==> src/hw/rp_pkg.sv <==
////////////////////////////////////////////////////////////////////////////
// analog path package
// widths, bus and calibration types, register map constants
////////////////////////////////////////////////////////////////////////////

package rp_pkg;

  ////////////////////////////////////////////////////////////////////////////
  // widths and counts
  ////////////////////////////////////////////////////////////////////////////

  localparam int unsigned NUM_CHN  = 2;   // analog channels
  localparam int unsigned ADC_DW   = 14;  // sample width
  localparam int unsigned CAL_MW   = 16;  // gain width
  localparam int unsigned CAL_FRAC = 14;  // gain fraction bits, Q2.14

  localparam logic [CAL_MW-1:0] CAL_UNITY = 16'd16384;  // gain 1.0

  // system bus geometry
  localparam int unsigned SYS_AW     = 32;
  localparam int unsigned SYS_DW     = 32;
  localparam int unsigned REGION_LSB = 20;  // region field is addr[22:20]
  localparam int unsigned REGION_W   = 3;

  ////////////////////////////////////////////////////////////////////////////
  // register map
  ////////////////////////////////////////////////////////////////////////////

  localparam logic [SYS_DW-1:0] HK_ID = 32'h5250_0001;  // read-only

  localparam logic [7:0] HK_ID_OFS   = 8'h00;
  localparam logic [7:0] HK_LOOP_OFS = 8'h04;  // bit 0 = digital loopback
  localparam logic [7:0] HK_LED_OFS  = 8'h08;

  localparam logic [7:0] CAL_ADC_BASE = 8'h00;
  localparam logic [7:0] CAL_DAC_BASE = 8'h10;
  localparam int unsigned CAL_CHN_STEP = 8;  // gain word, then offset word
  localparam int unsigned CAL_SUM_OFS  = 4;  // offset word within a channel

  ////////////////////////////////////////////////////////////////////////////
  // types
  ////////////////////////////////////////////////////////////////////////////

  typedef logic signed [ADC_DW-1:0] sample_t;    // two's complement sample
  typedef logic        [ADC_DW-1:0] dac_word_t;  // unsigned neg-slope pin word

  typedef struct packed {
    logic [SYS_AW-1:0] addr;
    logic [SYS_DW-1:0] wdata;
    logic              wen;   // single cycle write strobe
    logic              ren;   // single cycle read strobe
  } sys_req_t;

  typedef struct packed {
    logic [SYS_DW-1:0] rdata;
    logic              err;
    logic              ack;
  } sys_rsp_t;

  typedef struct packed {
    logic signed [CAL_MW-1:0] mul;  // gain, Q2.14
    logic signed [ADC_DW-1:0] sum;  // offset
  } cal_cfg_t;

  typedef enum logic [REGION_W-1:0] {
    REGION_HK    = 3'd0,
    REGION_CALIB = 3'd1
  } sys_region_e;

endpackage

==> src/hw/adc_frontend.sv <==
////////////////////////////////////////////////////////////////////////////
// ADC front end
// pin register, neg-slope to two's complement, loopback select, calibration
////////////////////////////////////////////////////////////////////////////

`timescale 1ns/1ps

module adc_frontend (
  input  logic                                    adc_clk,
  input  logic                                    top_rst,
  input  rp_pkg::dac_word_t                       adc_dat_a_i,
  input  rp_pkg::dac_word_t                       adc_dat_b_i,
  input  rp_pkg::sample_t  [rp_pkg::NUM_CHN-1:0] loop_dat_i,     // calibrated DAC data
  input  logic                                    digital_loop_i,
  input  rp_pkg::cal_cfg_t [rp_pkg::NUM_CHN-1:0] cfg_i,
  output rp_pkg::sample_t  [rp_pkg::NUM_CHN-1:0] adc_dat_o
);

  import rp_pkg::*;

  dac_word_t [NUM_CHN-1:0] pin_dat;
  sample_t   [NUM_CHN-1:0] raw_q;    // registered, already two's complement
  sample_t   [NUM_CHN-1:0] mux_dat;

  assign pin_dat = {adc_dat_b_i, adc_dat_a_i};  // channel 0 is A

  // input register, sign bit kept, lower bits inverted
  always_ff @(posedge adc_clk, posedge top_rst)
  begin
    if (top_rst)
      raw_q <= '0;
    else
    begin
      for (int i = 0; i < NUM_CHN; i++)
        raw_q[i] <= {pin_dat[i][ADC_DW-1], ~pin_dat[i][ADC_DW-2:0]};
    end
  end

  for (genvar i = 0; i < NUM_CHN; i++)
  begin : g_chn
    // loopback bypasses the pin register, 2+2 cycles DAC to ADC
    assign mux_dat[i] = digital_loop_i ? loop_dat_i[i] : raw_q[i];

    linear_cal u_cal (
      .adc_clk (adc_clk),
      .top_rst (top_rst),
      .dat_i   (mux_dat[i]),
      .cfg_i   (cfg_i[i]),
      .dat_o   (adc_dat_o[i])
    );
  end

endmodule

==> src/hw/calib_regs.sv <==
////////////////////////////////////////////////////////////////////////////
// calibration registers
// gain and offset per ADC and DAC channel
////////////////////////////////////////////////////////////////////////////

`timescale 1ns/1ps

module calib_regs (
  input  logic                                    adc_clk,
  input  logic                                    top_rst,
  input  rp_pkg::sys_req_t                        bus_req_i,  // gated to region 1
  output rp_pkg::sys_rsp_t                        bus_rsp_o,
  output rp_pkg::cal_cfg_t [rp_pkg::NUM_CHN-1:0] adc_cfg_o,
  output rp_pkg::cal_cfg_t [rp_pkg::NUM_CHN-1:0] dac_cfg_o
);

  import rp_pkg::*;

  logic [7:0]        reg_ofs;
  logic [SYS_DW-1:0] rd_dat;

  assign reg_ofs = bus_req_i.addr[7:0];  // upper address bits ignored

  ////////////////////////////////////////////////////////////////////////////
  // register writes
  ////////////////////////////////////////////////////////////////////////////

  always_ff @(posedge adc_clk, posedge top_rst)
  begin
    if (top_rst)
    begin
      for (int i = 0; i < NUM_CHN; i++)
      begin
        adc_cfg_o[i].mul <= CAL_UNITY;  // unity gain, no offset
        adc_cfg_o[i].sum <= '0;
        dac_cfg_o[i].mul <= CAL_UNITY;
        dac_cfg_o[i].sum <= '0;
      end
    end
    else if (bus_req_i.wen)
    begin
      for (int i = 0; i < NUM_CHN; i++)
      begin
        // gain from wdata[15:0], offset from wdata[13:0]
        if (reg_ofs == 8'(CAL_ADC_BASE + CAL_CHN_STEP*i))
          adc_cfg_o[i].mul <= bus_req_i.wdata[CAL_MW-1:0];
        if (reg_ofs == 8'(CAL_ADC_BASE + CAL_CHN_STEP*i + CAL_SUM_OFS))
          adc_cfg_o[i].sum <= bus_req_i.wdata[ADC_DW-1:0];
        if (reg_ofs == 8'(CAL_DAC_BASE + CAL_CHN_STEP*i))
          dac_cfg_o[i].mul <= bus_req_i.wdata[CAL_MW-1:0];
        if (reg_ofs == 8'(CAL_DAC_BASE + CAL_CHN_STEP*i + CAL_SUM_OFS))
          dac_cfg_o[i].sum <= bus_req_i.wdata[ADC_DW-1:0];
      end
    end
  end

  ////////////////////////////////////////////////////////////////////////////
  // readback, sign extended to the bus width
  ////////////////////////////////////////////////////////////////////////////

  always_comb
  begin
    rd_dat = '0;  // unmapped offsets
    for (int i = 0; i < NUM_CHN; i++)
    begin
      if (reg_ofs == 8'(CAL_ADC_BASE + CAL_CHN_STEP*i))
        rd_dat = {{(SYS_DW-CAL_MW){adc_cfg_o[i].mul[CAL_MW-1]}}, adc_cfg_o[i].mul};
      if (reg_ofs == 8'(CAL_ADC_BASE + CAL_CHN_STEP*i + CAL_SUM_OFS))
        rd_dat = {{(SYS_DW-ADC_DW){adc_cfg_o[i].sum[ADC_DW-1]}}, adc_cfg_o[i].sum};
      if (reg_ofs == 8'(CAL_DAC_BASE + CAL_CHN_STEP*i))
        rd_dat = {{(SYS_DW-CAL_MW){dac_cfg_o[i].mul[CAL_MW-1]}}, dac_cfg_o[i].mul};
      if (reg_ofs == 8'(CAL_DAC_BASE + CAL_CHN_STEP*i + CAL_SUM_OFS))
        rd_dat = {{(SYS_DW-ADC_DW){dac_cfg_o[i].sum[ADC_DW-1]}}, dac_cfg_o[i].sum};
    end
  end

  always_ff @(posedge adc_clk, posedge top_rst)
  begin
    if (top_rst)
      bus_rsp_o <= '0;
    else
    begin
      bus_rsp_o.ack   <= bus_req_i.wen | bus_req_i.ren;  // one cycle after strobe
      bus_rsp_o.err   <= 1'b0;
      bus_rsp_o.rdata <= bus_req_i.ren ? rd_dat : '0;
    end
  end

endmodule

==> src/hw/dac_backend.sv <==
////////////////////////////////////////////////////////////////////////////
// DAC back end
// calibration and output register back to unsigned negative slope
////////////////////////////////////////////////////////////////////////////

`timescale 1ns/1ps

module dac_backend (
  input  logic                                     adc_clk,
  input  logic                                     top_rst,
  input  rp_pkg::sample_t   [rp_pkg::NUM_CHN-1:0] dac_dat_i,
  input  rp_pkg::cal_cfg_t  [rp_pkg::NUM_CHN-1:0] cfg_i,
  output rp_pkg::sample_t   [rp_pkg::NUM_CHN-1:0] cal_dat_o,  // to ADC loopback
  output rp_pkg::dac_word_t [rp_pkg::NUM_CHN-1:0] dac_dat_o
);

  import rp_pkg::*;

  sample_t [NUM_CHN-1:0] out_q;  // output register, resets to 0

  for (genvar i = 0; i < NUM_CHN; i++)
  begin : g_chn
    linear_cal u_cal (
      .adc_clk (adc_clk),
      .top_rst (top_rst),
      .dat_i   (dac_dat_i[i]),
      .cfg_i   (cfg_i[i]),
      .dat_o   (cal_dat_o[i])
    );

    // back to pin format, 0 shows as 0x1fff
    assign dac_dat_o[i] = {out_q[i][ADC_DW-1], ~out_q[i][ADC_DW-2:0]};
  end

  always_ff @(posedge adc_clk, posedge top_rst)
  begin
    if (top_rst)
      out_q <= '0;
    else
      out_q <= cal_dat_o;  // third cycle of the DAC path
  end

endmodule

==> src/hw/hk_regs.sv <==
////////////////////////////////////////////////////////////////////////////
// housekeeping registers
// ID, digital loopback enable and LEDs
////////////////////////////////////////////////////////////////////////////

`timescale 1ns/1ps

module hk_regs (
  input  logic             adc_clk,
  input  logic             top_rst,
  input  rp_pkg::sys_req_t bus_req_i,  // strobes already gated to region 0
  output rp_pkg::sys_rsp_t bus_rsp_o,
  output logic             digital_loop_o,
  output logic [7:0]       led_o
);

  import rp_pkg::*;

  logic [7:0]        reg_ofs;  // only addr[7:0] decoded
  logic [SYS_DW-1:0] rd_dat;

  assign reg_ofs = bus_req_i.addr[7:0];

  // writes, full word, ID is read-only
  always_ff @(posedge adc_clk, posedge top_rst)
  begin
    if (top_rst)
    begin
      digital_loop_o <= 1'b0;
      led_o          <= '0;
    end
    else if (bus_req_i.wen)
    begin
      if (reg_ofs == HK_LOOP_OFS) digital_loop_o <= bus_req_i.wdata[0];
      if (reg_ofs == HK_LED_OFS)  led_o          <= bus_req_i.wdata[7:0];
    end
  end

  // read mux, unmapped offsets read 0
  always_comb
  begin
    case (reg_ofs)
      HK_ID_OFS:   rd_dat = HK_ID;
      HK_LOOP_OFS: rd_dat = {{(SYS_DW-1){1'b0}}, digital_loop_o};
      HK_LED_OFS:  rd_dat = {{(SYS_DW-8){1'b0}}, led_o};
      default:     rd_dat = '0;
    endcase
  end

  always_ff @(posedge adc_clk, posedge top_rst)
  begin
    if (top_rst)
      bus_rsp_o <= '0;
    else
    begin
      bus_rsp_o.ack   <= bus_req_i.wen | bus_req_i.ren;
      bus_rsp_o.err   <= 1'b0;  // every offset is answered
      bus_rsp_o.rdata <= bus_req_i.ren ? rd_dat : '0;
    end
  end

endmodule

==> src/hw/linear_cal.sv <==
////////////////////////////////////////////////////////////////////////////
// linear calibration, one channel
// dat*mul >>> 14 + sum, saturated to 14 bits, 2 cycle latency
////////////////////////////////////////////////////////////////////////////

`timescale 1ns/1ps

module linear_cal (
  input  logic             adc_clk,
  input  logic             top_rst,
  input  rp_pkg::sample_t  dat_i,
  input  rp_pkg::cal_cfg_t cfg_i,
  output rp_pkg::sample_t  dat_o
);

  import rp_pkg::*;

  logic signed [ADC_DW+CAL_MW-1:0]   prd_q;    // full product, Q2.14 scaled
  logic signed [ADC_DW+CAL_MW-CAL_FRAC:0] sum;  // one guard bit over the shifted product
  sample_t                           sat;

  ////////////////////////////////////////////////////////////////////////////
  // stage 1, multiply
  ////////////////////////////////////////////////////////////////////////////

  always_ff @(posedge adc_clk, posedge top_rst)
  begin
    if (top_rst)
      prd_q <= '0;
    else
      prd_q <= dat_i * $signed(cfg_i.mul);
  end

  ////////////////////////////////////////////////////////////////////////////
  // stage 2, shift, add offset, saturate
  ////////////////////////////////////////////////////////////////////////////

  // dropping the fraction bits is the arithmetic shift
  assign sum = $signed(prd_q[ADC_DW+CAL_MW-1:CAL_FRAC]) + $signed(cfg_i.sum);

  always_comb
  begin
    // bits above the sample sign must all match it, else clamp
    if (sum[ADC_DW+CAL_MW-CAL_FRAC:ADC_DW-1] != {(CAL_MW-CAL_FRAC+2){sum[ADC_DW+CAL_MW-CAL_FRAC]}})
      sat = {sum[ADC_DW+CAL_MW-CAL_FRAC], {(ADC_DW-1){~sum[ADC_DW+CAL_MW-CAL_FRAC]}}};
    else
      sat = sum[ADC_DW-1:0];
  end

  always_ff @(posedge adc_clk, posedge top_rst)
  begin
    if (top_rst)
      dat_o <= '0;
    else
      dat_o <= sat;  // 8191 .. -8192
  end

endmodule

==> src/hw/rp_analog_top.sv <==
////////////////////////////////////////////////////////////////////////////
// analog top level
// ADC capture, DAC output, calibration and the register bus that sets them
////////////////////////////////////////////////////////////////////////////

`timescale 1ns/1ps

module rp_analog_top (
  input  logic                                     adc_clk,
  input  logic                                     top_rst,
  // ADC pins, unsigned negative slope
  input  rp_pkg::dac_word_t                        adc_dat_a_i,
  input  rp_pkg::dac_word_t                        adc_dat_b_i,
  // DAC samples from the application side
  input  rp_pkg::sample_t   [rp_pkg::NUM_CHN-1:0] dac_dat_i,
  // system bus
  input  rp_pkg::sys_req_t                         sys_req_i,
  output rp_pkg::sys_rsp_t                         sys_rsp_o,
  // data outputs
  output rp_pkg::sample_t   [rp_pkg::NUM_CHN-1:0] adc_dat_o,
  output rp_pkg::dac_word_t [rp_pkg::NUM_CHN-1:0] dac_dat_o,
  output logic              [7:0]                  led_o
);

  import rp_pkg::*;

  ////////////////////////////////////////////////////////////////////////////
  // local signals
  ////////////////////////////////////////////////////////////////////////////

  sys_req_t hk_req;   // gated to region 0
  sys_rsp_t hk_rsp;
  sys_req_t cal_req;  // gated to region 1
  sys_rsp_t cal_rsp;

  logic digital_loop;

  cal_cfg_t [NUM_CHN-1:0] adc_cfg;
  cal_cfg_t [NUM_CHN-1:0] dac_cfg;
  sample_t  [NUM_CHN-1:0] dac_cal;  // calibrated DAC data, loopback source

  ////////////////////////////////////////////////////////////////////////////
  // bus decoder and register blocks
  ////////////////////////////////////////////////////////////////////////////

  sys_bus_decoder u_dec (
    .adc_clk   (adc_clk),
    .top_rst   (top_rst),
    .sys_req_i (sys_req_i),
    .sys_rsp_o (sys_rsp_o),
    .hk_req_o  (hk_req),
    .hk_rsp_i  (hk_rsp),
    .cal_req_o (cal_req),
    .cal_rsp_i (cal_rsp)
  );

  hk_regs u_hk (
    .adc_clk        (adc_clk),
    .top_rst        (top_rst),
    .bus_req_i      (hk_req),
    .bus_rsp_o      (hk_rsp),
    .digital_loop_o (digital_loop),
    .led_o          (led_o)
  );

  calib_regs u_calib (
    .adc_clk   (adc_clk),
    .top_rst   (top_rst),
    .bus_req_i (cal_req),
    .bus_rsp_o (cal_rsp),
    .adc_cfg_o (adc_cfg),
    .dac_cfg_o (dac_cfg)
  );

  ////////////////////////////////////////////////////////////////////////////
  // data path
  ////////////////////////////////////////////////////////////////////////////

  adc_frontend u_adc (
    .adc_clk        (adc_clk),
    .top_rst        (top_rst),
    .adc_dat_a_i    (adc_dat_a_i),
    .adc_dat_b_i    (adc_dat_b_i),
    .loop_dat_i     (dac_cal),
    .digital_loop_i (digital_loop),
    .cfg_i          (adc_cfg),
    .adc_dat_o      (adc_dat_o)
  );

  dac_backend u_dac (
    .adc_clk   (adc_clk),
    .top_rst   (top_rst),
    .dac_dat_i (dac_dat_i),
    .cfg_i     (dac_cfg),
    .cal_dat_o (dac_cal),
    .dac_dat_o (dac_dat_o)
  );

endmodule

==> src/hw/sys_bus_decoder.sv <==
////////////////////////////////////////////////////////////////////////////
// system bus decoder
// splits addr[22:20] into regions, answers unmapped ones with an error
////////////////////////////////////////////////////////////////////////////

`timescale 1ns/1ps

module sys_bus_decoder (
  input  logic             adc_clk,
  input  logic             top_rst,
  // master side
  input  rp_pkg::sys_req_t sys_req_i,
  output rp_pkg::sys_rsp_t sys_rsp_o,
  // housekeeping, region 0
  output rp_pkg::sys_req_t hk_req_o,
  input  rp_pkg::sys_rsp_t hk_rsp_i,
  // calibration, region 1
  output rp_pkg::sys_req_t cal_req_o,
  input  rp_pkg::sys_rsp_t cal_rsp_i
);

  import rp_pkg::*;

  sys_region_e region;
  logic        strobe;
  logic        unmapped;
  logic        err_ack_q;  // ack with err for regions 2..7

  assign region   = sys_region_e'(sys_req_i.addr[REGION_LSB +: REGION_W]);
  assign strobe   = sys_req_i.wen | sys_req_i.ren;
  assign unmapped = (region != REGION_HK) && (region != REGION_CALIB);

  // addr and wdata go everywhere, strobes only to the addressed block
  always_comb
  begin
    hk_req_o      = sys_req_i;
    hk_req_o.wen  = sys_req_i.wen & (region == REGION_HK);
    hk_req_o.ren  = sys_req_i.ren & (region == REGION_HK);
    cal_req_o     = sys_req_i;
    cal_req_o.wen = sys_req_i.wen & (region == REGION_CALIB);
    cal_req_o.ren = sys_req_i.ren & (region == REGION_CALIB);
  end

  always_ff @(posedge adc_clk, posedge top_rst)
  begin
    if (top_rst)
      err_ack_q <= 1'b0;
    else
      err_ack_q <= strobe & unmapped;  // nothing written, read data 0
  end

  // master holds addr until ack, so the current region selects the response
  always_comb
  begin
    case (region)
      REGION_HK:    sys_rsp_o = hk_rsp_i;
      REGION_CALIB: sys_rsp_o = cal_rsp_i;
      default:      sys_rsp_o = '{rdata: '0, err: err_ack_q, ack: err_ack_q};
    endcase
  end

endmodule

==> config.mk <==
export PLATFORM = sky130hd
export DESIGN_NAME = rp_analog_top
export DESIGN_NICKNAME = d
export VERILOG_FILES = /design/src/hw/rp_pkg.sv /design/src/hw/adc_frontend.sv /design/src/hw/calib_regs.sv /design/src/hw/dac_backend.sv /design/src/hw/hk_regs.sv /design/src/hw/linear_cal.sv /design/src/hw/rp_analog_top.sv /design/src/hw/sys_bus_decoder.sv
export SDC_FILE = /design/constraint.sdc
export NUM_CORES = 2
export LEC_CHECK = 0
export ABC_AREA = 1
export BUFFER_PORTS_ARGS = -buffer_cell sky130_fd_sc_hd__buf_2
export CAP_MARGIN = 40
export CORE_ASPECT_RATIO = 0.75
export CORE_MARGIN = 2
export CORE_UTILIZATION = 25
export CTS_CLUSTER_DIAMETER = 30
export DETAILED_ROUTE_END_ITERATION = 7
export HOLD_SLACK_MARGIN = 0.06
export PLACE_DENSITY = 0.42
export SLEW_MARGIN = 20
export SYNTH_ARGS = -nofsm -noshare
export SYNTH_HDL_FRONTEND = slang
export SYNTH_SLANG_ARGS = --single-unit
==> constraint.sdc <==
create_clock -name adc_clk -period 8.4 [get_ports adc_clk]
set_input_delay 0 -clock adc_clk [delete_from_list [all_inputs] [get_ports adc_clk]]
set_output_delay 0 -clock adc_clk [all_outputs]
set_load 0.005 [all_outputs]
==> qor.txt <==
GLOBAL ROUTING
----------------------------------------------------------------------------------------
Grt total ovfl ............................................................            0
Overall routing resource usage ............................................        16.4%
Number of antenna violations at the first check in global routing .........            7
Wire length of the first global-routing pass ..............................       262 mm
Via count of the first global-routing pass ................................        43121
Pin count of the biggest net entering global routing ......................          165

ROUTING
----------------------------------------------------------------------------------------
Violation count after the first detailed-routing iteration ................         2416
Detailed-route wire length per cell ....................................... 17.8 microns
Via density per instance ..................................................         4.31
Residual DRC ..............................................................            0
Number of vias after detailed routing .....................................        40434
Pre-Repair DR Iteration Count .............................................            6
Final Routed Wirelength ...................................................       167 mm
Antenna Violating Nets Remaining ..........................................            0

WORST SETUP PATH
----------------------------------------------------------------------------------------
Slack of the worst reg-to-reg path ........................................      1270 ps
Required time worst endpoint ..............................................      8940 ps
Crit. path cell count .....................................................           23
Source of the critical timing path ........................................ u_hk.digital_loop_o
Top fanout value on the critical path .....................................           28
Worst reg2reg endpoint .................................................... u_adc.g_chn[0].u_cal.prd_q[28]
Most used cell along the critical path ....................................         fa_1
Worst-path cell chain ..................................................... inv_2 > or2_2 > nand2_1 > inv_1 > nand2_1 > fa_1 > inv_1 > fa_1 > fa_1 > fa_1 > fa_1 > inv_1 > fa_1 > inv_1 > ha_1 > a21oi_1 > inv_1 > a31oi_1 > o21ai_0 > a21oi_1 > nand2_1 > nand2_1 > nand2_1
Largest stage delay on the critical path ..................................       600 ps
Element type at the critical path end .....................................         flop
Last element of the critical path ......................................... u_adc.g_chn[0].u_cal.prd_q[28]
Buffers plus inverters on the worst setup path ............................            6
Critical path launch point type ...........................................         flop
Cell with the biggest individual delay on the critical path ...............         fa_1
Worst Reg-to-Reg Cells ....................................................           23
Worst R2R Start ........................................................... u_hk.digital_loop_o
Category of cells accounting for the largest share of critical-path delay .  adder cells
Kind of critical path ..................................................... flop to flop
Worst Path Arrival ........................................................      7670 ps

YOSYS
----------------------------------------------------------------------------------------
Syn_area_per_cell .........................................................   7.92 sq um
Total of warnings raised by yosys .........................................            0
Mapped Nets ...............................................................         7756
Ranking of synthesized cells by area ...................................... fa_1 35%, dfrtp_1 16%, inv_1 12%
Sequential area share after synthesis .....................................        16.4%
Post-synth ARST share .....................................................         100%
Syn Std Cell Area .........................................................  50800 sq um
Number of synthesized register bits .......................................          333
Cell count after synthesis ................................................         6420
Predominant post-synthesis flop cell ......................................      dfrtp_1
Count of different cell masters after synthesis ...........................           50
Share of the synthesized area in the top cell type ........................        34.5%
EDFF count, synth .........................................................            0
Most area-hungry cell type in the Yosys netlist ...........................         fa_1

STA
----------------------------------------------------------------------------------------
Slew at the pin closest to its max-slew limit .............................      1020 ps
Final setup vio count .....................................................            0
Final Hold Slack ..........................................................       106 ps
Final worst path period need ..............................................      7130 ps
Hold Vio Cnt, Final .......................................................            0
RSZ-0062 raised after global routing ......................................           no
Setup TNS .................................................................         0 ps
Final slew viol count .....................................................            0
Max-slew headroom .........................................................        31.9%
F_max .....................................................................    0.140 GHz
Final worst clock skew ....................................................      55.4 ps
Final clock period utilization by the worst path ..........................        84.9%

FLOORPLAN
----------------------------------------------------------------------------------------
Initial cell density of the core ..........................................        25.1%
Floorplan row count .......................................................          143
Overall die area .......................................................... 207000 sq um
Boundary Pins .............................................................          222
Core area ................................................................. 202000 sq um
Die W .....................................................................  525 microns
Y dimension of the die ....................................................  394 microns

FINAL LAYOUT
----------------------------------------------------------------------------------------
Area growth from synthesis to final layout ................................        15.9%
Layout net count ..........................................................         7950
Layout cell share with drive strength beyond 1 ............................        8.01%
Commonest cells after routing, fill and taps aside ........................ 1604 x inv_1, 1522 x nand2_1, 876 x fa_1
Most common cell after layout, fill and taps aside ........................        inv_1

MIN PATH
----------------------------------------------------------------------------------------
Hold/Removal Path Class ................................................... input pin to flop

STATUS
----------------------------------------------------------------------------------------
Outcome ................................................................... finished clean

CLOCK TREE
----------------------------------------------------------------------------------------
Clock insertion delay at the later pin of the skew report .................       710 ps
Clock buffers created by TritonCTS ........................................           99
Max H-tree Level ..........................................................            3
Clock-pin transition on the worst setup and hold timing paths .............        40 ps
Buffer count from post-CTS setup fixing ...................................            0
CTS Buffer Depth ..........................................................            3
TritonCTS Sinks ...........................................................          333
CTS Root Cell .............................................................    clkbuf_16
Clock tree from TritonCTS .................................................          yes

POWER AND IR DROP
----------------------------------------------------------------------------------------
Net switching power of the design .........................................    0.00195 W
Leakage power of the design ...............................................      31.6 nW
Combinational Power Share .................................................        15.6%
Worst IR drop on VDD ......................................................       159 uV
Internal Pwr Total ........................................................    0.00463 W
Portion of total power attributed to the clock network ....................        57.3%
Sw Share ..................................................................        29.7%
Cell Pwr Density ..........................................................  112 nW/um^2
Share of power burned in registers ........................................        27.0%

PLACEMENT
----------------------------------------------------------------------------------------
DP Wirelength .............................................................       139 mm
GPL Wtd Cong ..............................................................        0.862
Count of buffers from port buffering ......................................          184

JOB
----------------------------------------------------------------------------------------
Max_cap viols .............................................................            0

## cell type report
class / instances / area [sq um]
antenna: 4 / 10.0
clock buffer: 126 / 2730
clock inverter: 53 / 703
multi-input combinational: 4237 / 35400
timing repair buffer: 321 / 2290
fill: 21767 / 143000
tap: 2682 / 3360
inverter: 1622 / 6090
sequential: 333 / 8340
## state kept, by name, summed over array words and instances, names as in the netlist
signal	count
u_adc.g_chn.u_cal.dat_o	28
u_adc.g_chn.u_cal.prd_q	32
u_adc.raw_q	28
u_calib.adc_cfg_o	60
u_calib.bus_rsp_o	17
u_calib.dac_cfg_o	60
u_dac.dac_dat_o	2
u_dac.g_chn.u_cal.dat_o	28
u_dac.g_chn.u_cal.prd_q	32
u_dac.out_q	26
u_dec.err_ack_q	1
u_hk.bus_rsp_o	10
u_hk.digital_loop_o	1
u_hk.led_o	8
## Yosys cell counts (8+ instances only)
library cell / n
a21o_1: 17
a21oi_1: 208
a22o_1: 8
a31oi_1: 17
buf_1: 14
buf_2: 20
buf_4: 26
clkbuf_1: 157
clkinv_1: 11
dfrtp_1: 329
fa_1: 876
ha_1: 336
inv_1: 1605
nand2_1: 1522
nand2_2: 31
nand3_1: 177
nand4_1: 22
nor2_1: 471
nor3_1: 36
nor4_1: 11
o21ai_0: 209
o21ai_1: 29
o21bai_1: 22
or2_2: 54
xnor2_1: 44
xor2_1: 79
## layer usage
layer	share of wire, %	vias to the layer above	routed length [microns]	track usage, %
met3	4.3	195	7250	2.19
met4	3.1	0	5140	4.92
li1	-	19208	-	-
met5	0	-	0	0
met1	50	20137	83000	23.7
met2	43	894	71800	25.4
## power by group through the flow
stage	sequential [W]	clock (W)	combinational [W]
finish	0.00178	0.00378	0.00103
detailed placement	0.00181	0	0.00101
global placement	0.00181	0	0.00101
CTS	0.00179	0.00385	0.00105
global route	0.00179	0.00394	0.00117
floorplan	0.00176	0	0.000653
## worst min path at each step
stage               depth (start not counted)            endpoint  slack [ps]       startpoint
global placement                            1     u_adc.raw_q[27]         120  adc_dat_b_i[13]
finish                                      4  u_hk.bus_rsp_o[30]         110    sys_req_i[38]
global route                                4  u_hk.bus_rsp_o[30]         130    sys_req_i[38]
CTS                                         4  u_hk.bus_rsp_o[30]          80    sys_req_i[38]
detailed placement                          2      u_adc.raw_q[9]         0.5          top_rst
floorplan                                   0     u_adc.raw_q[13]          30  adc_dat_a_i[13]
## per-stage QoR
stage | instance area (sq um) | setup WS [ps] | util [%] | std cells | power [W]
after floorplan | 50800 | 2500 | - | 6420 | 0.00241
after global placement | 54400 | 1300 | 26.9 | 9100 | 0.00282
after detailed placement | 54600 | 1330 | 27.0 | 9109 | 0.00282
after CTS | 58800 | 1300 | 29.1 | 9370 | 0.00669
after global routing | 58900 | 788 | 29.1 | 9374 | 0.00691
final | 58900 | 1270 | 29.1 | 9378 | 0.00659
## worst min-delay path, cell delays in order
cell     delay [ps]
buf_2            90
nor2_1          110
nand4_1         430
nor2_1           80
## kinds of logic after synthesis
logic type	after synthesis	share of synthesized area, %
AOI/OAI and AO/OA	542	5.83
xor gates and xnor gates	125	2.18
adders and majority gates	1212	42.8
buffers and inverters	1850	14.0
DFF	333	16.4
muxes	1	0.0197
and+or+nand+nor	2357	18.8
## repair_timing
item                      CTS  global route
hold buffers               82             0
gates resized for setup     0             0
hold endpoints to repair  256             0
Power figures use the tool's default switching activity.
